--- src/rtl/cal_pkg.sv ---
/*
  calibration path shared definitions
  sample and gain widths, system bus address map,
  per-channel calibration word and bus request/response structs
*/
package cal_pkg;

//////////////////////////////////////////////////////////////////////
// widths
//////////////////////////////////////////////////////////////////////

localparam int dwm = 16;  // gain word
localparam int dws = 14;  // offset word and every sample

localparam int bus_aw = 32;  // bus address
localparam int bus_dw = 32;  // bus data
localparam int bus_sw = 4;   // byte select

// gain is signed fixed point, unity at 1 << (dwm-2)
localparam logic signed [dwm-1:0] unity_gain = dwm'(1 << (dwm - 2));

// sample range limits for saturation
localparam logic signed [dws-1:0] smp_max = {1'b0, {(dws - 1){1'b1}}};
localparam logic signed [dws-1:0] smp_min = {1'b1, {(dws - 1){1'b0}}};

//////////////////////////////////////////////////////////////////////
// address map
//////////////////////////////////////////////////////////////////////

// block select lives in addr[23:20]
localparam logic [3:0] blk_calib = 4'd0;
localparam logic [3:0] blk_peak  = 4'd1;

// calibration registers, addr[19:0]
localparam logic [19:0] off_adc0_gain = 20'h40;
localparam logic [19:0] off_adc0_offs = 20'h44;
localparam logic [19:0] off_adc1_gain = 20'h48;
localparam logic [19:0] off_adc1_offs = 20'h4C;
localparam logic [19:0] off_dac0_gain = 20'h50;
localparam logic [19:0] off_dac0_offs = 20'h54;
localparam logic [19:0] off_dac1_gain = 20'h58;
localparam logic [19:0] off_dac1_offs = 20'h5C;

// peak monitor
localparam logic [19:0] off_pk_adc0_min = 20'h00;
localparam logic [19:0] off_pk_adc0_max = 20'h04;
localparam logic [19:0] off_pk_adc1_min = 20'h08;
localparam logic [19:0] off_pk_adc1_max = 20'h0C;
localparam logic [19:0] off_pk_clear    = 20'h10;  // write only

//////////////////////////////////////////////////////////////////////
// structs
//////////////////////////////////////////////////////////////////////

// one channel of calibration, 30 bits
typedef struct packed {
  logic signed [dwm-1:0] gain;
  logic signed [dws-1:0] offs;
} cal_cfg_t;

// bus request, strobes are single-cycle pulses
typedef struct packed {
  logic [bus_aw-1:0] addr;
  logic [bus_dw-1:0] wdata;
  logic [bus_sw-1:0] sel;   // carried, writes are always full word
  logic              wen;
  logic              ren;
} sys_req_t;

// bus response, one cycle after the request
typedef struct packed {
  logic [bus_dw-1:0] rdata;
  logic              err;
  logic              ack;
} sys_rsp_t;

endpackage

--- src/rtl/calib_regs.sv ---
/*
  calibration register block
  gain and offset words for two ADC and two DAC channels,
  bus writable and readable with a fixed one-cycle ack
*/
`timescale 1ns/100ps

module calib_regs (
  input  logic              clk,
  input  logic              rstn,
  // bus
  input  cal_pkg::sys_req_t req,
  output cal_pkg::sys_rsp_t rsp,
  // calibration out to the scale stages
  output cal_pkg::cal_cfg_t adc_cfg [2],
  output cal_pkg::cal_cfg_t dac_cfg [2]
);

logic [19:0]                 offs;    // register offset within block
logic [cal_pkg::bus_dw-1:0]  rd_mux;  // read data before the register

assign offs = req.addr[19:0];

//////////////////////////////////////////////////////////////////////
// register writes
//////////////////////////////////////////////////////////////////////

always_ff @(posedge clk) begin
  if (!rstn) begin
    for (int i = 0; i < 2; i++) begin
      adc_cfg[i].gain <= cal_pkg::unity_gain;  // pass-through
      adc_cfg[i].offs <= '0;
      dac_cfg[i].gain <= cal_pkg::unity_gain;
      dac_cfg[i].offs <= '0;
    end
  end else if (req.wen) begin
    // only the low bits of wdata are kept
    case (offs)
      cal_pkg::off_adc0_gain: adc_cfg[0].gain <= req.wdata[cal_pkg::dwm-1:0];
      cal_pkg::off_adc0_offs: adc_cfg[0].offs <= req.wdata[cal_pkg::dws-1:0];
      cal_pkg::off_adc1_gain: adc_cfg[1].gain <= req.wdata[cal_pkg::dwm-1:0];
      cal_pkg::off_adc1_offs: adc_cfg[1].offs <= req.wdata[cal_pkg::dws-1:0];
      cal_pkg::off_dac0_gain: dac_cfg[0].gain <= req.wdata[cal_pkg::dwm-1:0];
      cal_pkg::off_dac0_offs: dac_cfg[0].offs <= req.wdata[cal_pkg::dws-1:0];
      cal_pkg::off_dac1_gain: dac_cfg[1].gain <= req.wdata[cal_pkg::dwm-1:0];
      cal_pkg::off_dac1_offs: dac_cfg[1].offs <= req.wdata[cal_pkg::dws-1:0];
      default: ;  // unmapped write is acked and dropped
    endcase
  end
end

//////////////////////////////////////////////////////////////////////
// register reads
//////////////////////////////////////////////////////////////////////

// sign extended to the bus width
always_comb begin
  case (offs)
    cal_pkg::off_adc0_gain: rd_mux = 32'(adc_cfg[0].gain);
    cal_pkg::off_adc0_offs: rd_mux = 32'(adc_cfg[0].offs);
    cal_pkg::off_adc1_gain: rd_mux = 32'(adc_cfg[1].gain);
    cal_pkg::off_adc1_offs: rd_mux = 32'(adc_cfg[1].offs);
    cal_pkg::off_dac0_gain: rd_mux = 32'(dac_cfg[0].gain);
    cal_pkg::off_dac0_offs: rd_mux = 32'(dac_cfg[0].offs);
    cal_pkg::off_dac1_gain: rd_mux = 32'(dac_cfg[1].gain);
    cal_pkg::off_dac1_offs: rd_mux = 32'(dac_cfg[1].offs);
    default:                rd_mux = '0;  // holes read as zero
  endcase
end

always_ff @(posedge clk) begin
  if (!rstn) begin
    rsp <= '0;
  end else begin
    rsp.rdata <= req.ren ? rd_mux : '0;  // zero when idle, decoder ORs
    rsp.err   <= 1'b0;                   // never errors inside the block
    rsp.ack   <= req.wen | req.ren;
  end
end

// every request answered next cycle and never with an error
req_ack: assert property (@(posedge clk) disable iff (!rstn)
  (req.wen || req.ren) |=> (rsp.ack && !rsp.err));

endmodule

--- src/rtl/calib_scale.sv ---
/*
  gain, offset and saturation stage for one sample stream
  two pipeline registers, product first then shift, offset and clip
*/
`timescale 1ns/100ps

module calib_scale (
  input  logic                           clk,
  input  logic                           rstn,
  input  cal_pkg::cal_cfg_t              cfg,   // gain and offset
  input  logic signed [cal_pkg::dws-1:0] din,   // one sample per clock
  output logic signed [cal_pkg::dws-1:0] dout   // din two cycles later, calibrated
);

logic signed [cal_pkg::dwm+cal_pkg::dws-1:0] prod;    // full width product
logic signed [cal_pkg::dws-1:0]              offs_q;  // offset travelling with prod
logic signed [cal_pkg::dwm+cal_pkg::dws:0]   sum;     // guard bit above product

//////////////////////////////////////////////////////////////////////
// stage one, multiply
//////////////////////////////////////////////////////////////////////

// offset is captured with the product so one sample never
// mixes an old gain with a new offset
always_ff @(posedge clk) begin
  prod   <= din * cfg.gain;
  offs_q <= cfg.offs;
end

//////////////////////////////////////////////////////////////////////
// stage two, rescale, add offset, saturate
//////////////////////////////////////////////////////////////////////

// arithmetic shift drops the fixed point fraction
// (floors toward minus infinity)
assign sum = (prod >>> (cal_pkg::dwm - 2)) + offs_q;

always_ff @(posedge clk) begin
  if (!rstn) begin
    dout <= '0;
  end else if (sum > cal_pkg::smp_max) begin
    dout <= cal_pkg::smp_max;           // clip high
  end else if (sum < cal_pkg::smp_min) begin
    dout <= cal_pkg::smp_min;           // clip low
  end else begin
    dout <= sum[cal_pkg::dws-1:0];      // in range, plain truncation
  end
end

// an in-range sum must come through unchanged
sat_pass: assert property (@(posedge clk) disable iff (!rstn)
  (rstn && sum >= cal_pkg::smp_min && sum <= cal_pkg::smp_max)
  |=> (dout == $signed($past(sum[cal_pkg::dws-1:0]))));

endmodule

--- src/rtl/calib_top.sv ---
/*
  analog front-end calibration top
  bus decoder, calibration registers, four gain/offset stages
  and the ADC peak monitor
*/
`timescale 1ns/100ps

module calib_top (
  input  logic                           clk,
  input  logic                           rstn,
  // system bus
  input  cal_pkg::sys_req_t              sys_req,
  output cal_pkg::sys_rsp_t              sys_rsp,
  // sample streams
  input  logic signed [cal_pkg::dws-1:0] adc_in  [2],
  input  logic signed [cal_pkg::dws-1:0] dac_in  [2],
  output logic signed [cal_pkg::dws-1:0] adc_out [2],
  output logic signed [cal_pkg::dws-1:0] dac_out [2]
);

cal_pkg::sys_req_t calib_req;  // decoder to register block
cal_pkg::sys_req_t peak_req;   // decoder to monitor
cal_pkg::sys_rsp_t calib_rsp;
cal_pkg::sys_rsp_t peak_rsp;
cal_pkg::cal_cfg_t adc_cfg [2];
cal_pkg::cal_cfg_t dac_cfg [2];

//////////////////////////////////////////////////////////////////////
// bus side
//////////////////////////////////////////////////////////////////////

sys_bus_decoder u_dec (
  .clk       (clk),
  .rstn      (rstn),
  .req       (sys_req),
  .rsp       (sys_rsp),
  .calib_req (calib_req),
  .peak_req  (peak_req),
  .calib_rsp (calib_rsp),
  .peak_rsp  (peak_rsp)
);

calib_regs u_regs (
  .clk     (clk),
  .rstn    (rstn),
  .req     (calib_req),
  .rsp     (calib_rsp),
  .adc_cfg (adc_cfg),
  .dac_cfg (dac_cfg)
);

//////////////////////////////////////////////////////////////////////
// sample paths
//////////////////////////////////////////////////////////////////////

// one stage per converter channel
for (genvar i = 0; i < 2; i++) begin : g_ch
  calib_scale u_adc_scale (
    .clk  (clk),
    .rstn (rstn),
    .cfg  (adc_cfg[i]),
    .din  (adc_in[i]),
    .dout (adc_out[i])
  );

  calib_scale u_dac_scale (
    .clk  (clk),
    .rstn (rstn),
    .cfg  (dac_cfg[i]),
    .din  (dac_in[i]),
    .dout (dac_out[i])
  );
end

// watches the calibrated ADC streams only
peak_monitor u_peak (
  .clk  (clk),
  .rstn (rstn),
  .req  (peak_req),
  .rsp  (peak_rsp),
  .adc  (adc_out)
);

endmodule

--- src/rtl/peak_monitor.sv ---
/*
  peak monitor for the calibrated ADC channels
  running minimum and maximum per channel, bus readable,
  cleared back to the empty state by a bus write
*/
`timescale 1ns/100ps

module peak_monitor (
  input  logic                           clk,
  input  logic                           rstn,
  // bus
  input  cal_pkg::sys_req_t              req,
  output cal_pkg::sys_rsp_t              rsp,
  // calibrated ADC samples
  input  logic signed [cal_pkg::dws-1:0] adc [2]
);

logic signed [cal_pkg::dws-1:0] mn [2];  // running minimum
logic signed [cal_pkg::dws-1:0] mx [2];  // running maximum
logic [19:0]                    offs;
logic                           clr;     // clear strobe from bus
logic [cal_pkg::bus_dw-1:0]     rd_mux;

assign offs = req.addr[19:0];
assign clr  = req.wen && (offs == cal_pkg::off_pk_clear);

//////////////////////////////////////////////////////////////////////
// min/max tracking
//////////////////////////////////////////////////////////////////////

// empty state is min at top of range, max at bottom
always_ff @(posedge clk) begin
  if (!rstn || clr) begin
    for (int i = 0; i < 2; i++) begin
      mn[i] <= cal_pkg::smp_max;
      mx[i] <= cal_pkg::smp_min;
    end
  end else begin
    for (int i = 0; i < 2; i++) begin
      if (adc[i] < mn[i]) mn[i] <= adc[i];  // new low
      if (adc[i] > mx[i]) mx[i] <= adc[i];  // new high
    end
  end
end

//////////////////////////////////////////////////////////////////////
// bus side
//////////////////////////////////////////////////////////////////////

always_comb begin
  case (offs)
    cal_pkg::off_pk_adc0_min: rd_mux = 32'(mn[0]);
    cal_pkg::off_pk_adc0_max: rd_mux = 32'(mx[0]);
    cal_pkg::off_pk_adc1_min: rd_mux = 32'(mn[1]);
    cal_pkg::off_pk_adc1_max: rd_mux = 32'(mx[1]);
    default:                  rd_mux = '0;  // clear reg reads zero too
  endcase
end

always_ff @(posedge clk) begin
  if (!rstn) begin
    rsp <= '0;
  end else begin
    rsp.rdata <= req.ren ? rd_mux : '0;
    rsp.err   <= 1'b0;
    rsp.ack   <= req.wen | req.ren;
  end
end

// one sample after reset or clear the range is never inverted
range_ok: assert property (@(posedge clk) disable iff (!rstn)
  (rstn && !clr) |=> ((mn[0] <= mx[0]) && (mn[1] <= mx[1])));

endmodule

--- src/rtl/sys_bus_decoder.sv ---
/*
  system bus decoder
  routes each request to the calibration registers or the peak monitor
  by block select, merges their responses and errors out unmapped blocks
*/
`timescale 1ns/100ps

module sys_bus_decoder (
  input  logic              clk,
  input  logic              rstn,
  // from the bus master
  input  cal_pkg::sys_req_t req,
  output cal_pkg::sys_rsp_t rsp,
  // to the subordinate blocks
  output cal_pkg::sys_req_t calib_req,
  output cal_pkg::sys_req_t peak_req,
  input  cal_pkg::sys_rsp_t calib_rsp,
  input  cal_pkg::sys_rsp_t peak_rsp
);

logic [3:0] blk;        // block select field
logic       sel_calib;
logic       sel_peak;
logic       req_en;     // any request this cycle
logic       err_q;      // registered error response

//////////////////////////////////////////////////////////////////////
// request routing
//////////////////////////////////////////////////////////////////////

assign blk       = req.addr[23:20];
assign sel_calib = (blk == cal_pkg::blk_calib);
assign sel_peak  = (blk == cal_pkg::blk_peak);
assign req_en    = req.wen | req.ren;

// address and data go everywhere, only strobes are gated
always_comb begin
  calib_req     = req;
  calib_req.wen = req.wen & sel_calib;
  calib_req.ren = req.ren & sel_calib;
  peak_req      = req;
  peak_req.wen  = req.wen & sel_peak;
  peak_req.ren  = req.ren & sel_peak;
end

// nobody home at this block select
always_ff @(posedge clk) begin
  if (!rstn) begin
    err_q <= 1'b0;
  end else begin
    err_q <= req_en & ~(sel_calib | sel_peak);
  end
end

//////////////////////////////////////////////////////////////////////
// response merge
//////////////////////////////////////////////////////////////////////

// idle blocks return all zero so a plain OR is enough
always_comb begin
  rsp.rdata = calib_rsp.rdata | peak_rsp.rdata;  // err response has no data
  rsp.err   = calib_rsp.err | peak_rsp.err | err_q;
  rsp.ack   = calib_rsp.ack | peak_rsp.ack | err_q;
end

// only one source may answer in a cycle
ack_onehot: assert property (@(posedge clk) disable iff (!rstn)
  $onehot0({calib_rsp.ack, peak_rsp.ack, err_q}));

// whichever block is selected, the master sees ack one cycle later
ack_latency: assert property (@(posedge clk) disable iff (!rstn)
  req_en |=> rsp.ack);

endmodule
--- config.mk ---
export PLATFORM = sky130hd
export DESIGN_NAME = calib_top
export DESIGN_NICKNAME = d
export VERILOG_FILES = /design/src/rtl/cal_pkg.sv /design/src/rtl/calib_regs.sv /design/src/rtl/calib_scale.sv /design/src/rtl/calib_top.sv /design/src/rtl/peak_monitor.sv /design/src/rtl/sys_bus_decoder.sv
export SDC_FILE = /design/constraint.sdc
export NUM_CORES = 2
export LEC_CHECK = 0
export BUFFER_PORTS_ARGS = -buffer_cell sky130_fd_sc_hd__buf_4
export CORE_ASPECT_RATIO = 1.1
export CORE_MARGIN = 2
export CORE_UTILIZATION = 28
export CTS_CLUSTER_SIZE = 24
export DETAILED_ROUTE_END_ITERATION = 10
export PLACE_DENSITY_LB_ADDON = 0.12
export SLEW_MARGIN = 30
export SYNTH_ARGS = -nofsm -noshare
export SYNTH_HDL_FRONTEND = slang
export SYNTH_HIERARCHICAL = 1
export SYNTH_SLANG_ARGS = --single-unit
--- constraint.sdc ---
create_clock -name clk -period 12.2 [get_ports clk]
set_input_delay 0.61 -clock clk [delete_from_list [all_inputs] [get_ports clk]]
set_output_delay 0.61 -clock clk [all_outputs]
set_load 0.02 [all_outputs]
### Word level (Yosys, flattened, before mapping)

Memories as Yosys holds them, arrays and structs flattened.
Index checks and enable logic that the tools add are counted.

| storage, ports and cells | value |
|---|---|
| flip-flop bits (word level) | 419 |
| latch bits | 0 |
| RAM bits | 56 |
| memory bits (read-only) | 0 |
| bits of input ports | 128 |
| word-level logic and storage cells | 131 |
| memories | 2 |

| cells by class | value |
|---|---|
| $add $sub $neg | 4 |
| multiply operators | 4 |
| div/mod/pow operators | 0 |
| magnitude comparators | 12 |
| equality and inequality tests | 13 |
| shift-type cells | 0 |
| multiplexer cells | 28 |
| bitwise gates (word level) | 20 |
| reductions and logical operators | 19 |

Memories:

| name | words | width | rd ports | clocked after Yosys merged registers in | wr ports | RTL line | text |
|---|---|---|---|---|---|---|---|
| u_peak.mn | 2 | 14 | 2 | 0 | 2 | peak_monitor.sv:18 | `logic signed [cal_pkg::dws-1:0] mn [2];` |
| u_peak.mx | 2 | 14 | 2 | 0 | 2 | peak_monitor.sv:19 | `logic signed [cal_pkg::dws-1:0] mx [2];` |

Operators by type and width:

| cell | number |
|---|---|
| $pmux 32 s8 | 1 |
| $eq 20x7->1 const B | 8 |
| $pmux 32 s4 | 1 |
| $gt 31x14->1 const B | 4 |
| $lt 31x14->1 const B | 4 |
| $mul 14x16->30 | 4 |
| $mux 14 | 8 |
| $add 16x14->17 | 4 |
| $mux 13 | 4 |
| $eq 20x4->1 const B | 2 |
| $or 32x32->32 | 1 |
| $gt 14x14->1 | 2 |
| $lt 14x14->1 | 2 |
| $eq 20x3->1 const B | 1 |
| $eq 20x5->1 const B | 1 |
| $logic_not 20->1 | 1 |
| $reduce_and 2->1 | 10 |
| $mux 1 | 14 |
| $or 1x1->1 | 11 |
| $reduce_or 2->1 | 4 |
| $and 1x1->1 | 5 |
| $eq 4x1->1 const B | 1 |
| $logic_not 4->1 | 1 |
| $not 1->1 | 2 |
| other kinds (4) | 4 |

### Logic depth before layout (Yosys ltp)

| logic depth | value |
|---|---|
| word-level depth | 7 |
| depth in mapped cells | 24 |
| gate-level depth less buffers | 23 |

### Cells and area by module

Netlist, hierarchy kept.

By module, submodules not included:

| module | instances | cells each | area an instance (um^2) |
|---|---|---|---|
| calib_scale at g_ch[0].u_adc_scale | 1 | 1,076 | 9,999.6 |
| calib_scale at g_ch[0].u_dac_scale | 1 | 1,076 | 9,947.0 |
| calib_scale at g_ch[1].u_adc_scale | 1 | 1,045 | 9,937.0 |
| calib_scale at g_ch[1].u_dac_scale | 1 | 1,051 | 9,848.2 |
| calib_regs | 1 | 588 | 6,007.0 |
| peak_monitor | 1 | 424 | 4,484.3 |
| sys_bus_decoder | 1 | 178 | 1,302.5 |

### Least setup slack after synthesis

OpenSTA, ideal clock, no wires.

| timing path | value |
|---|---|
| path type | input to register |
| start point | input port dac_in[27] in the netlist's numbering |
| end point | register g_ch[0].u_dac_scale/prod[29] in the netlist's numbering |
| arrival | 6.283 ns |
| path slack | 5.855 ns |
| stages | 20 |
| buffers on the path | 1 |
| cells stage by stage | inv_1 -> clkbuf_1 -> nor2_1 -> fa_1 -> fa_1 -> fa_1 -> fa_1 -> fa_1 -> inv_1 -> fa_1 -> inv_1 -> ha_1 -> a2111oi_0 -> o21ai_1 -> o21ai_0 -> o21a_1 -> o2bb2ai_2 -> o41a_1 -> or4_1 -> nand3_1 |

| between the ends | value |
|---|---|
| longest elaborated chain between the ends | 1 |

RTL lines:

| what | RTL line | text |
|---|---|---|
| start, declared | calib_top.sv:16 | `input logic signed [cal_pkg::dws-1:0] dac_in [2],` |
| $mul 14x16->30 | calib_scale.sv:26 | `prod <= din * cfg.gain;` |
| end signal, assigned | calib_scale.sv:26 |  |
| end, declared | calib_scale.sv:15 | `logic signed [cal_pkg::dwm+cal_pkg::dws-1:0] prod;` |

Every way passes these cells.
A chain may end at the register's enable or synchronous reset.

### Final worst setup path

| timing path | value |
|---|---|
| start point | register u_regs/dac_cfg[57] (netlist name) |
| end point | register g_ch[0].u_dac_scale/prod[29] in the netlist's numbering |

| between the ends | value |
|---|---|
| longest elaborated chain between the ends | 1 |

RTL lines:

| what | RTL line |
|---|---|
| $mul 14x16->30 | calib_scale.sv:26 |

Every way passes these cells.

==> run summary <==
For this design the static power due to leakage is roughly 0.027 µW. The endpoint type of the worst setup path is a flip-flop. The fraction of final layout cells with drive strength greater than 1 is 0.0849. The cell with the biggest individual delay on the critical path is dfxtp_1. The number of cell instances on the worst register-to-register path came out at 19. Setup repair after global routing left no endpoint under its margin. Based on the critical path, the design can be clocked at up to around 150 MHz. The share of the core filled with cells is 0.308. The clock reaches the later pin of the worst-skew pair after 0.61 ns. The peak fanout along the critical path came out at 16. The longest individual stage delay on the worst path came out at between 0.8 and 0.9 ns.

The post-detailed-route via-to-cell ratio came out at 4.44. The number of pins exceeding their max-slew limit in the final report is 0. For this design the total switching power over the nets is about 1500 µW. The I/O pin count is between 200 and 250. The kind of launch point of the worst setup path is a flip-flop. The number of antenna violations at the first check in global routing is 8. The cell area after placement came out at between 50,000 and 60,000 µm².

The setup TNS after final layout is 0 ns. Setup violations remaining at the end of the flow were counted as 0. The remaining routing DRC violations is 0. Counting the buffers created by CTS gives 46. The Yosys step of the flow raised 6 warnings. The number of nets in the synthesized netlist is between 6k and 7k.

The setup check on the worst reg-to-reg path leaves a slack of between 5 and 6 ns. The pre-antenna-repair detailed-routing pass consisted of 5 iterations. The root buffer cell chosen for the clock tree is clkbuf_16. The final hold violation count came out at 0. The quantity of hold-fixing buffers added after cts came out at 0. The HPWL after detailed placement is between 100,000 and 150,000 µm. The signal on the critical path passes through nand2_1 > fa_1 > inv_1 > fa_1 > fa_1 > fa_1 > fa_1 > inv_1 > fa_1 > inv_1 > ha_1 > a2111oi_0 > o21ai_1 > o21ai_0 > o21a_1 > o2bb2ai_2 > o41a_1 > or4_1 > nand3_1. For hold timing, the worst endpoint is g_ch[1].u_dac_scale/dout[13]$_SDFF_PP0_. The clock-pin slew reported for the worst setup and hold paths after clock tree synthesis came out at around 0.07 ns. The die covers roughly 190,000 µm². VDD sags by at most between 0.1 and 0.15 mV. The number of instances resized during post-cts repair is 0. The floorplan step set the die height to between 400 and 500 µm. The worst hold path begins at rstn. Of the total power, the share spent switching nets is 0.351. The sink count of the clock tree is 385. The critical path's most frequent cell is fa_1.

The routed layout has 34.6k vias. The run finished with clean final reports. Dividing the final minimum period by the clock period gives 0.546. The number of buffers added on ports is ~190. For this run the aggregate overflow at the end of global routing stands at 0. The via count of the first global-routing pass was 37.3k. The total standard cell area after synthesis is approximately 51,000 µm². The number of cells produced by synthesis came out at roughly 5.4k. The mean routed wirelength per cell is a little under 20 µm. The total internal power came out at around 2800 µW. The pin count of the biggest net entering global routing is 150. The post-synthesis to final-layout area growth is 9.45%.

The total of max-cap violations is 0. The number of buffers inserted to repair setup after CTS came out at 0. The number of design-rule violations left by the first detailed-router iteration came out at 1,717. The total number of H-tree levels came out at 2. The sequential power share came out at 0.366.

The reg-to-reg startpoint is u_regs/dac_cfg[57]$_SDFFE_PN0P_. The final setup skew is slightly above 0.04 ns. The power share of the clock group came out at 0.329.

The synthesized area per cell came out at 9.50 µm². The standard cell core area is 181,000 µm². The starting utilization of the core area is 0.281.

The number of cells on the worst hold path came out at 3. The maximum number of buffers from clock root to sink is 3. The die width came out at 411 µm. The final antenna-violating net count is 0.

The cell area power density is approximately 79 nW/µm². In this run the core area contains 164 standard-cell rows. The final non-filler cell area came out at between 50,000 and 60,000 µm². The worst endpoint data arrival time came out at about 7.2 ns. The tightest min-delay check is of the in -> reg type. Of the total power, combinational logic draws 0.305.

For this run, the total global-route usage over all layers was measured as 0.165. The routability congestion estimate from global placement is ~0.81. The reg-to-reg endpoint is g_ch[0].u_dac_scale/prod[29]$_DFF_P_. The worst max-slew margin expressed relative to the limit came out at 0.351.

The critical path is of the reg -> reg type. The endpoint required time on the critical path came out at between 10 and 15 ns. The routed wire length came out at between 150,000 and 200,000 µm.

For the pin with the worst max-slew slack, the measured transition is 0.972 ns. The CTS tree is yes. The number of nets in the layout came out at approximately 6.7k. The filler cells instantiated in the layout total between 15k and 20k. The wire length of the first global-routing pass came out at between 200,000 and 250,000 µm. The post-route minimum period is between 6 and 7 ns.
==> flip-flops by register name, indices dropped and copies added (netlist names) <==
| register | count |
|---|---|
| u_regs/adc_cfg | 60 |
| u_regs/dac_cfg | 60 |
| g_ch.u_adc_scale/prod | 32 |
| g_ch.u_dac_scale/prod | 32 |
| g_ch.u_adc_scale/dout | 28 |
| g_ch.u_adc_scale/offs_q | 28 |
| g_ch.u_dac_scale/dout | 28 |
| g_ch.u_dac_scale/offs_q | 28 |
| u_peak/mn | 28 |
| u_peak/mx | 28 |
| u_regs/rsp | 17 |
| u_peak/rsp | 15 |
| u_dec/err_q | 1 |
==> per-stage QoR <==
step | hold slack (ns) | power (µW) | setup WS [ns] | cells
after global routing | 0.294 | 4680 | 5.16 | 7800
final | 0.292 | 4380 | 5.54 | 7806
after detailed placement | 0.357 | 2990 | 5.18 | 7714
after floorplan | 0.346 | 2520 | 5.85 | 5358
after CTS | 0.271 | 4470 | 5.45 | 7800
after global placement | 0.357 | 2980 | 5.21 | 7714
==> placed cells by master, fill, tap and decap left out, types with 28 or more instances in the layout <==
cell and n:
inv_1 1120, fa_1 876, nand2_1 577, and2_1 465
ha_1 390, dfxtp_1 324, buf_4 220, nor2_1 181
mux2i_1 170, a21oi_1 112, xnor2_1 93, nor2b_1 61
o21ai_0 59, edfxtp_1 56, clkbuf_16 47, xor2_1 47
nand2b_1 39, or2_2 39, a21o_1 35, a211oi_1 29
o21ai_1 28
==> layer usage <==
metal  share of wire  GRT usage  wire length (µm)  vias to the layer above
met4           0.021     0.0356              3220                        2
met5        0.000067          0                10                        -
met1            0.48      0.233             72500                    17600
met2            0.46      0.268             69000                      518
li1                -          -                 -                    16400
met3           0.037     0.0201              5540                      117
==> worst max path at each step <==
stage	end	slack, ns	from
6_report	g_ch[0].u_dac_scale/prod[29]$_DFF_P_	5.54	u_regs/dac_cfg[57]$_SDFFE_PN0P_
3_3_place_gp	g_ch[0].u_dac_scale/prod[29]$_DFF_P_	5.21	dac_in[27]
2_1_floorplan	g_ch[0].u_dac_scale/prod[29]$_DFF_P_	5.85	dac_in[27]
5_1_grt	g_ch[0].u_dac_scale/prod[29]$_DFF_P_	5.16	u_regs/dac_cfg[49]$_SDFFE_PN0P_
4_1_cts	g_ch[0].u_dac_scale/prod[29]$_DFF_P_	5.45	u_regs/dac_cfg[57]$_SDFFE_PN0P_
3_5_place_dp	g_ch[0].u_dac_scale/prod[29]$_DFF_P_	5.18	dac_in[27]
==> worst max-delay path: cells and delay by family, from the launching register on <==
kind	cells	cell delay [ns]
and+or+nand+nor	3	0.74
adders and majority gates	7	3.44
DFF	1	0.89
buffers and inverters	3	0.15
AOI/OAI and AO/OA	6	1.33
==> power by group through the flow <==
stage / Sequential, µW / Clock, µW / Combinational (µW)
after detailed placement: 1640 / 0 / 1350
final: 1610 / 1440 / 1340
after global placement: 1640 / 0 / 1340
after global routing: 1620 / 1540 / 1510
after CTS: 1620 / 1500 / 1360
after floorplan: 1600 / 0 / 916
==> final cells by class <==
class	count	area [µm²]	share of cell area
Multi-Input combinational cell	3580	37000	0.663
Sequential cell	385	8270	0.148
Inverter	1120	4200	0.0754
Tap cell	2407	3010	0.0540
Timing Repair Buffer	222	1680	0.0302
Clock buffer	66	1320	0.0236
Clock inverter	20	264	0.00474
Antenna cell	6	15.0	0.000269
(Power assumes the default switching activity.)
